<file path="src/include/uart_bridge_macros.svh">
`ifndef UART_BRIDGE_MACROS_SVH
`define UART_BRIDGE_MACROS_SVH

// serial bit period in system clocks, 100 MHz at 115200 baud
`define UB_CLKS_PER_BIT 868

// register bank size
`define UB_REG_COUNT 16

// width of one assembled word and of every register
`define UB_DATA_W 32

// register address width, log2 of the bank size
`define UB_ADDR_W 4

`endif
</file>
<file path="src/hdl/uart_bridge_pkg.sv">
`include "uart_bridge_macros.svh"

package uart_bridge_pkg;

    // low bits follow the command codes of the old decoder
    typedef enum logic [2:0] {
        CMD_READ    = 3'd0,  // 'R'
        CMD_WRITE   = 3'd1,  // 'W'
        CMD_ADDR    = 3'd2,  // 'A'
        CMD_SPECIAL = 3'd3,  // 'S', reserved
        CMD_END     = 3'd4,  // 'E'
        CMD_NONE    = 3'd7   // no open word
    } cmd_e;

    // one received character after lookup
    // junk has both flags low
    typedef struct packed {
        logic       is_digit;
        logic       is_cmd;
        logic [3:0] nibble;
        cmd_e       cmd;
    } dec_char_t;

    // word being assembled, or the one just closed
    typedef struct packed {
        cmd_e                  cmd;
        logic [`UB_DATA_W-1:0] data;
    } exec_word_t;

    // result of an executed read
    typedef struct packed {
        logic [`UB_ADDR_W-1:0] addr;
        logic [`UB_DATA_W-1:0] data;
    } rd_resp_t;

endpackage

</file>
<file path="src/hdl/uart_bridge_top.sv">
`timescale 1ns/1ps
`include "uart_bridge_macros.svh"

module uart_bridge_top #(
    parameter int CLKS_PER_BIT = `UB_CLKS_PER_BIT
) (
    input  logic i_clk,
    input  logic i_rst_n,
    input  logic i_rx,
    output logic o_tx
);

    import uart_bridge_pkg::*;

    logic [7:0] rx_byte;
    logic       rx_stb;
    dec_char_t  dec_char;
    logic       dec_stb;
    rd_resp_t   rd_resp;
    logic       rd_stb;
    logic [7:0] tx_byte;
    logic       tx_stb;
    logic       tx_busy;

    uart_rx #(.CLKS_PER_BIT(CLKS_PER_BIT)) u_rx (
        .i_clk, .i_rst_n, .i_rx,
        .o_rx_byte(rx_byte), .o_rx_stb(rx_stb)
    );

    char_decode u_dec (
        .i_clk, .i_rst_n,
        .i_byte(rx_byte), .i_stb(rx_stb),
        .o_char(dec_char), .o_stb(dec_stb)
    );

    cmd_exec u_exec (
        .i_clk, .i_rst_n,
        .i_char(dec_char), .i_stb(dec_stb),
        .o_rd(rd_resp), .o_rd_stb(rd_stb)
    );

    resp_format u_resp (
        .i_clk, .i_rst_n,
        .i_rd(rd_resp), .i_rd_stb(rd_stb), .i_tx_busy(tx_busy),
        .o_tx_byte(tx_byte), .o_tx_stb(tx_stb)
    );

    uart_tx #(.CLKS_PER_BIT(CLKS_PER_BIT)) u_tx (
        .i_clk, .i_rst_n,
        .i_byte(tx_byte), .i_stb(tx_stb),
        .o_tx, .o_busy(tx_busy)
    );

endmodule

</file>
<file path="src/hdl/uart_tx.sv">
`timescale 1ns/1ps
`include "uart_bridge_macros.svh"

module uart_tx #(
    parameter int CLKS_PER_BIT = `UB_CLKS_PER_BIT
) (
    input  logic       i_clk,
    input  logic       i_rst_n,
    input  logic [7:0] i_byte,
    input  logic       i_stb,
    output logic       o_tx,
    output logic       o_busy
);

    localparam int CNT_W = $clog2(CLKS_PER_BIT);

    logic [9:0]       frame;    // bit 0 is on the line
    logic [CNT_W-1:0] cnt;
    logic [3:0]       bit_idx;

    always_ff @(posedge i_clk or negedge i_rst_n) begin
        if (!i_rst_n) begin
            frame   <= '1;
            cnt     <= '0;
            bit_idx <= '0;
            o_busy  <= 1'b0;
        end else if (!o_busy) begin
            if (i_stb) begin
                frame   <= {1'b1, i_byte, 1'b0};  // stop, data lsb first, start
                cnt     <= '0;
                bit_idx <= '0;
                o_busy  <= 1'b1;
            end
        end else if (cnt == CNT_W'(CLKS_PER_BIT - 1)) begin
            cnt     <= '0;
            frame   <= {1'b1, frame[9:1]};  // ones fill in behind
            bit_idx <= bit_idx + 1'b1;
            if (bit_idx == 4'd9) o_busy <= 1'b0;  // end of stop bit
        end else begin
            cnt <= cnt + 1'b1;
        end
    end

    assign o_tx = frame[0];

endmodule

</file>
<file path="src/hdl/resp_format.sv">
`timescale 1ns/1ps

module resp_format (
    input  logic                      i_clk,
    input  logic                      i_rst_n,
    input  uart_bridge_pkg::rd_resp_t i_rd,
    input  logic                      i_rd_stb,
    input  logic                      i_tx_busy,
    output logic [7:0]                o_tx_byte,
    output logic                      o_tx_stb
);

    typedef enum logic {RF_IDLE, RF_WAIT} rf_state_e;

    rf_state_e   state;
    logic [3:0]  cnt;     // bytes issued so far
    logic [31:0] sh;      // remaining nibbles, next one on top
    logic        take;
    logic        next_ok;
    logic        tx_free;

    function automatic logic [7:0] hex_ascii(input logic [3:0] n);
        if (n < 4'd10) return 8'h30 + {4'h0, n};
        return 8'h57 + {4'h0, n};  // 0xa -> 'a'
    endfunction

    // busy rises one cycle after a strobe
    assign tx_free = !i_tx_busy && !o_tx_stb;

    // new reads are only accepted between responses
    assign take    = (state == RF_IDLE) && i_rd_stb;
    assign next_ok = (state == RF_WAIT) && tx_free && (cnt != 4'd9);

    always_ff @(posedge i_clk or negedge i_rst_n) begin
        if (!i_rst_n) begin
            state    <= RF_IDLE;
            cnt      <= '0;
            o_tx_stb <= 1'b0;
        end else begin
            o_tx_stb <= take || next_ok;
            if (take) begin
                state <= RF_WAIT;
                cnt   <= 4'd1;
            end else if (next_ok) begin
                cnt <= cnt + 1'b1;
            end else if (state == RF_WAIT && tx_free) begin
                state <= RF_IDLE;  // line feed has gone out
            end
        end
    end

    always_ff @(posedge i_clk) begin
        if (take) begin
            o_tx_byte <= hex_ascii(i_rd.data[31:28]);
            sh        <= {i_rd.data[27:0], 4'h0};
        end else if (next_ok) begin
            if (cnt == 4'd8) o_tx_byte <= 8'h0a;  // terminating line feed
            else             o_tx_byte <= hex_ascii(sh[31:28]);
            sh <= {sh[27:0], 4'h0};
        end
    end

endmodule

</file>
<file path="src/hdl/cmd_exec.sv">
`timescale 1ns/1ps
`include "uart_bridge_macros.svh"

module cmd_exec (
    input  logic                       i_clk,
    input  logic                       i_rst_n,
    input  uart_bridge_pkg::dec_char_t i_char,
    input  logic                       i_stb,
    output uart_bridge_pkg::rd_resp_t  o_rd,
    output logic                       o_rd_stb
);

    import uart_bridge_pkg::*;

    exec_word_t            open_word;
    logic [`UB_ADDR_W-1:0] addr;
    logic [`UB_DATA_W-1:0] regs [`UB_REG_COUNT];

    logic cmd_in;
    logic digit_in;
    logic junk_in;
    logic wr_en;
    logic rd_en;
    logic addr_en;

    assign cmd_in   = i_stb && i_char.is_cmd;
    assign digit_in = i_stb && i_char.is_digit;
    assign junk_in  = i_stb && !i_char.is_cmd && !i_char.is_digit;

    // a command letter closes the open word and runs it
    // S, E and a discarded word fall through with no effect
    assign wr_en   = cmd_in && (open_word.cmd == CMD_WRITE);
    assign rd_en   = cmd_in && (open_word.cmd == CMD_READ);
    assign addr_en = cmd_in && (open_word.cmd == CMD_ADDR);

    // word assembly
    always_ff @(posedge i_clk or negedge i_rst_n) begin
        if (!i_rst_n) begin
            open_word <= '{cmd: CMD_NONE, data: '0};
        end else if (cmd_in) begin
            open_word <= '{cmd: i_char.cmd, data: '0};  // new word starts empty
        end else if (digit_in && open_word.cmd != CMD_NONE) begin
            // older digits fall off the top after eight
            open_word.data <= {open_word.data[`UB_DATA_W-5:0], i_char.nibble};
        end else if (junk_in) begin
            open_word.cmd <= CMD_NONE;  // drop word, wait for next letter
        end
    end

    always_ff @(posedge i_clk or negedge i_rst_n) begin
        if (!i_rst_n) begin
            addr <= '0;
        end else if (addr_en) begin
            addr <= open_word.data[`UB_ADDR_W-1:0];
        end
    end

    // register bank, cleared by reset so unwritten reads return zero
    always_ff @(posedge i_clk or negedge i_rst_n) begin
        if (!i_rst_n) begin
            for (int i = 0; i < `UB_REG_COUNT; i++) begin
                regs[i] <= '0;
            end
        end else if (wr_en) begin
            regs[addr] <= open_word.data;
        end
    end

    always_ff @(posedge i_clk or negedge i_rst_n) begin
        if (!i_rst_n) o_rd_stb <= 1'b0;
        else          o_rd_stb <= rd_en;
    end

    always_ff @(posedge i_clk) begin
        if (rd_en) begin
            o_rd.addr <= addr;
            o_rd.data <= regs[addr];
        end
    end

endmodule

</file>
<file path="src/hdl/char_decode.sv">
`timescale 1ns/1ps

module char_decode (
    input  logic                       i_clk,
    input  logic                       i_rst_n,
    input  logic [7:0]                 i_byte,
    input  logic                       i_stb,
    output uart_bridge_pkg::dec_char_t o_char,
    output logic                       o_stb
);

    import uart_bridge_pkg::*;

    dec_char_t dec_next;

    // lookup on the low seven bits, bit 7 is don't care
    always_comb begin
        dec_next = '{is_digit: 1'b0, is_cmd: 1'b0, nibble: 4'h0, cmd: CMD_NONE};
        case (i_byte[6:0]) inside
            [7'h30:7'h39]: begin
                dec_next.is_digit = 1'b1;
                dec_next.nibble   = i_byte[3:0];
            end
            [7'h61:7'h66]: begin
                dec_next.is_digit = 1'b1;
                dec_next.nibble   = i_byte[3:0] + 4'd9;  // 'a' -> 0xa
            end
            7'h52: begin
                dec_next.is_cmd = 1'b1;
                dec_next.cmd    = CMD_READ;
            end
            7'h57: begin
                dec_next.is_cmd = 1'b1;
                dec_next.cmd    = CMD_WRITE;
            end
            7'h41: begin
                dec_next.is_cmd = 1'b1;
                dec_next.cmd    = CMD_ADDR;
            end
            7'h53: begin
                dec_next.is_cmd = 1'b1;
                dec_next.cmd    = CMD_SPECIAL;
            end
            7'h45: begin
                dec_next.is_cmd = 1'b1;
                dec_next.cmd    = CMD_END;
            end
            default: ;  // junk
        endcase
    end

    always_ff @(posedge i_clk or negedge i_rst_n) begin
        if (!i_rst_n) o_stb <= 1'b0;
        else          o_stb <= i_stb;
    end

    always_ff @(posedge i_clk) begin
        if (i_stb) o_char <= dec_next;
    end

endmodule

</file>
<file path="src/hdl/uart_rx.sv">
`timescale 1ns/1ps
`include "uart_bridge_macros.svh"

module uart_rx #(
    parameter int CLKS_PER_BIT = `UB_CLKS_PER_BIT
) (
    input  logic       i_clk,
    input  logic       i_rst_n,
    input  logic       i_rx,
    output logic [7:0] o_rx_byte,
    output logic       o_rx_stb
);

    localparam int CNT_W = $clog2(CLKS_PER_BIT);
    localparam int HALF  = CLKS_PER_BIT / 2;

    typedef enum logic [1:0] {RX_IDLE, RX_START, RX_DATA, RX_STOP} rx_state_e;

    rx_state_e        state;
    logic [CNT_W-1:0] cnt;
    logic [2:0]       bit_idx;
    logic             rx_meta;
    logic             rx_s;
    logic             sample;

    // two flop synchronizer, line idles high
    always_ff @(posedge i_clk or negedge i_rst_n) begin
        if (!i_rst_n) begin
            rx_meta <= 1'b1;
            rx_s    <= 1'b1;
        end else begin
            rx_meta <= i_rx;
            rx_s    <= rx_meta;
        end
    end

    // mid-bit sample point for data and stop bits
    assign sample = (cnt == CNT_W'(CLKS_PER_BIT - 1));

    always_ff @(posedge i_clk or negedge i_rst_n) begin
        if (!i_rst_n) begin
            state    <= RX_IDLE;
            cnt      <= '0;
            bit_idx  <= '0;
            o_rx_stb <= 1'b0;
        end else begin
            o_rx_stb <= 1'b0;
            case (state)
                RX_IDLE: begin
                    cnt <= '0;
                    if (!rx_s) state <= RX_START;  // falling start edge
                end
                RX_START: begin
                    if (cnt == CNT_W'(HALF - 1)) begin
                        cnt     <= '0;
                        bit_idx <= '0;
                        state   <= rx_s ? RX_IDLE : RX_DATA;  // glitch, not a start bit
                    end else begin
                        cnt <= cnt + 1'b1;
                    end
                end
                RX_DATA: begin
                    if (sample) begin
                        cnt     <= '0;
                        bit_idx <= bit_idx + 1'b1;
                        if (bit_idx == 3'd7) state <= RX_STOP;
                    end else begin
                        cnt <= cnt + 1'b1;
                    end
                end
                default: begin
                    // stop bit value is not checked
                    if (sample) begin
                        o_rx_stb <= 1'b1;
                        state    <= RX_IDLE;
                    end else begin
                        cnt <= cnt + 1'b1;
                    end
                end
            endcase
        end
    end

    // lsb arrives first
    always_ff @(posedge i_clk) begin
        if (state == RX_DATA && sample) o_rx_byte <= {rx_s, o_rx_byte[7:1]};
    end

endmodule

</file>
<file path="config.mk">
export PLATFORM = sky130hd
export DESIGN_NAME = uart_bridge_top
export DESIGN_NICKNAME = d
export VERILOG_FILES = /design/src/hdl/uart_bridge_pkg.sv /design/src/hdl/uart_bridge_top.sv /design/src/hdl/uart_tx.sv /design/src/hdl/resp_format.sv /design/src/hdl/cmd_exec.sv /design/src/hdl/char_decode.sv /design/src/hdl/uart_rx.sv
export VERILOG_INCLUDE_DIRS = /design/src /design/src/include
export SDC_FILE = /design/constraint.sdc
export NUM_CORES = 1
export LEC_CHECK = 0
export BUFFER_PORTS_ARGS = -buffer_cell sky130_fd_sc_hd__buf_2
export CAP_MARGIN = 20
export CORE_ASPECT_RATIO = 1.4
export CORE_MARGIN = 4
export CORE_UTILIZATION = 29
export CTS_CLUSTER_DIAMETER = 60
export CTS_CLUSTER_SIZE = 14
export DETAILED_ROUTE_END_ITERATION = 7
export HOLD_SLACK_MARGIN = 0.05
export SYNTH_ARGS = -nofsm -noshare
export SYNTH_HDL_FRONTEND = slang
export SYNTH_SLANG_ARGS = --single-unit
</file>
<file path="constraint.sdc">
create_clock -name i_clk -period 3.15 [get_ports i_clk]
set_input_delay 0.63 -clock i_clk [delete_from_list [all_inputs] [get_ports i_clk]]
set_output_delay 0.63 -clock i_clk [all_outputs]
set_load 0.02 [all_outputs]
</file>
==> reports/results.ini <==
[logic_synthesis]
syn_avg_cell_area_um2 = 15.79
ys.flop_type = dfrtp_1
syn_area_um2 = 30300
synth_most_common_cell = dfrtp_1
synth-seq-cells = 685
yosysTopAreaCell = dfrtp_1
synth.area.top_cells = dfrtp_1 (48%), mux2_2 (18%), mux4_2 (12%)
seq_area_frac_synth_pct = 58.02
synth.distinct_cells = 69
synth_top_area_share_pct = 48.48
async_reset_ff_share_pct = 87.74
syn_nets = 1942
synth_edf_count = 84
synthTopCellsByCount = dfrtp_1 (587), mux2_2 (485), mux4_2 (160)
netlist_instances = 1919
ys.warnings.count = 0

[cts]
cts_root_buf = clkbuf_16
clkTransAtPathRegs_ns = 0.08
clkSinkCount = 685
cts_buffers = 56
htree_levels = 2
cts_buffer_depth = 3
cts_tree = yes
clk_latency_ns = 0.64
cts_setup_buffers = 0

[layout]
syn_to_final_growth_pct = 11.32
nFillCells = 9980
n_antenna_cell = 0
fin_cells = 3281
final_layout_size_suffix_gt1_share_pct = 42.44
fin_nets = 1917
utilization_pct = 32.47

[sta]
clock_skew_ns = 0.03219
rsz0062_at_grt = false
min_period_over_period_pct = 82.99
slew-limit-headroom_pct = 28.08
worst-slew-pin-transition_ns = 1.074
setup_tns_ns = 0
fin_crit_ns = 2.614
max_freq_mhz = 382.5
hold_viol = 0
finalSetupViolCount = 0
drv_slew = 0

[worst_setup_path]
r2r.worst_path.cells = 3
cpMostUsedCell = mux4_2
crit_path_max_incr_delay_ns = 0.94
path_max_fanout = 33
critical_path_class = reg -> reg
cp_slowest_cell = dfrtp_4
worstPathArrival_ns = 2.99
path_buf_inv = 1
cp-end-kind = register
critical_path.startpoint_type = register
crit_family = multiplexers
path_cells = buf_12 > mux4_2 > mux4_2
cp_data_required_time_ns = 3.52
cp.depth = 3

[min_path]
min_path_type = in -> reg
min_path_cells = 1

[die]
die_h_um = 390.4
core_area_um2 = 103900
fp.dieW_um = 281.2
initial_core_util_pct = 29.17
die_area_um2 = 109800
io_pins = 4
rows = 140

[route]
viasPerCell = 4.969
wl_per_cell_um = 21.88
drc = 0
routed_wl_um = 71780
firstDrtPassIters = 5
postRouteAntennaNets = 0
vias = 16300
drt_iter0_markers = 1002

[power]
p_leak_uw = 0.01493
ir_worst_vdd_mv = 0.3824
p_per_area_nw_per_um2 = 466.3

[run]
drv_cap = 0

[placement]
hpwl_um = 42270
numPortBuffers = 3
placed_cells = 3184
gp_congestion = 0.7427

[grt]
antenna_found_initial = 0
grt_util_all_layers_pct = 13.30
grt_pass1_wl_um = 112800
grt_pass1_vias = 18150
grt_max_degree = 129
grt-ovfl-total = 0

[outcome]
status = completed

registers in the layout, indices dropped and copies added (netlist names):
name              flops
u_rx.state            2
u_tx.frame            9
u_resp.state          1
u_resp.o_tx_byte      7
u_exec.o_rd          32
u_dec.o_stb           1
u_resp.o_tx_stb       1
u_exec.o_rd_stb       1
u_rx.bit_idx          3
u_rx.cnt             10
u_resp.sh            28
u_resp.cnt            4
u_rx.rx_meta          1
u_rx.rx_s             1
u_exec.open_word     35
u_exec.addr           4
u_dec.o_char          9
u_exec.regs         512
u_tx.o_busy           1
u_rx.o_rx_byte        8
u_tx.cnt             10
u_tx.bit_idx          4
u_rx.o_rx_stb         1
layout make-up:
class / instances / area, µm² / area share, %
Clock buffer: 91 / 1575 / 4.671
Inverter: 27 / 101.3 / 0.3005
Sequential cell: 685 / 17590 / 52.15
Timing Repair Buffer: 66 / 738.2 / 2.189
Clock inverter: 5 / 57.56 / 0.1707
Multi-Input combinational cell: 1058 / 11980 / 35.51
Tap cell: 1349 / 1688 / 5.005
final timing paths:
check                                     from             endpoint  slack [ns]
worst min register to register    u_rx.rx_meta            u_rx.rx_s        0.36
worst max register to register  u_exec.addr[0]      u_exec.o_rd[19]        0.54
worst min-delay path                      i_rx         u_rx.rx_meta         0.1
max in group asynchronous              i_rst_n     u_exec.regs[155]        1.64
worst max-delay path            u_exec.addr[0]      u_exec.o_rd[19]        0.54
min in group asynchronous              i_rst_n  u_exec.open_word[6]        0.47
metal layers:
layer,vias up,share of wire (%),global-route usage (%)
li1,7072,-,-
met1,8919,40,15.94
met2,225,55,25.22
met3,86,2.8,1.624
met4,0,1.9,3.162
met5,-,0,0
power by group:
group	switching, µW	internal [µW]	total (µW)
sequential	0.897	8930	8930
clock	3220	3420	6630
combinational	151	15.4	166
total	3370	12400	15700
kinds of logic after synthesis:
group | after synthesis | share of synthesized area, %
buffers and inverters | 176 | 2.775
XOR/XNOR | 15 | 0.4336
multiplexers | 692 | 31.61
AND/OR/NAND/NOR | 223 | 3.680
AO/OA/AOI/OAI | 108 | 2.651
flip-flops | 685 | 58.02
adder cells (fa/ha/maj) | 20 | 0.8260
placed cells by master, fill, tap and decap left out, types with 7 or more instances in the layout:
cell type	n
dfrtp_1	583
mux2_2	485
mux4_2	160
nand2_1	111
edfxtp_1	84
clkbuf_16	58
buf_4	43
a22o_1	37
mux2_1	33
clkbuf_1	33
inv_1	27
nor2_1	25
o21ai_0	22
ha_1	20
buf_12	19
nand3_1	15
mux2i_1	14
dfstp_2	14
a21oi_1	12
xor2_1	10
nor2_4	9
nand4_1	8
and2_1	7
through the flow:
step           setup slack, ns  instance area, µm²  hold slack, ns  total power, µW
3_3_place_gp            0.5374               32080          0.3474             9268
6_report                0.5358               33730         0.09788            15730
4_1_cts                 0.4712               33730         0.06390            15960
3_5_place_dp            0.4984               32080          0.3487             9277
5_1_grt                 0.4141               33730         0.06563            16330
2_1_floorplan           0.5140               30300          0.3344             9101
what timing repair did:
item / 4_1_cts / 5_1_grt
hold buffers: 1 / 0
hold endpoints to repair: 27 / 0
resized for setup: 0 / 0
Power figures use the tool's default switching activity.
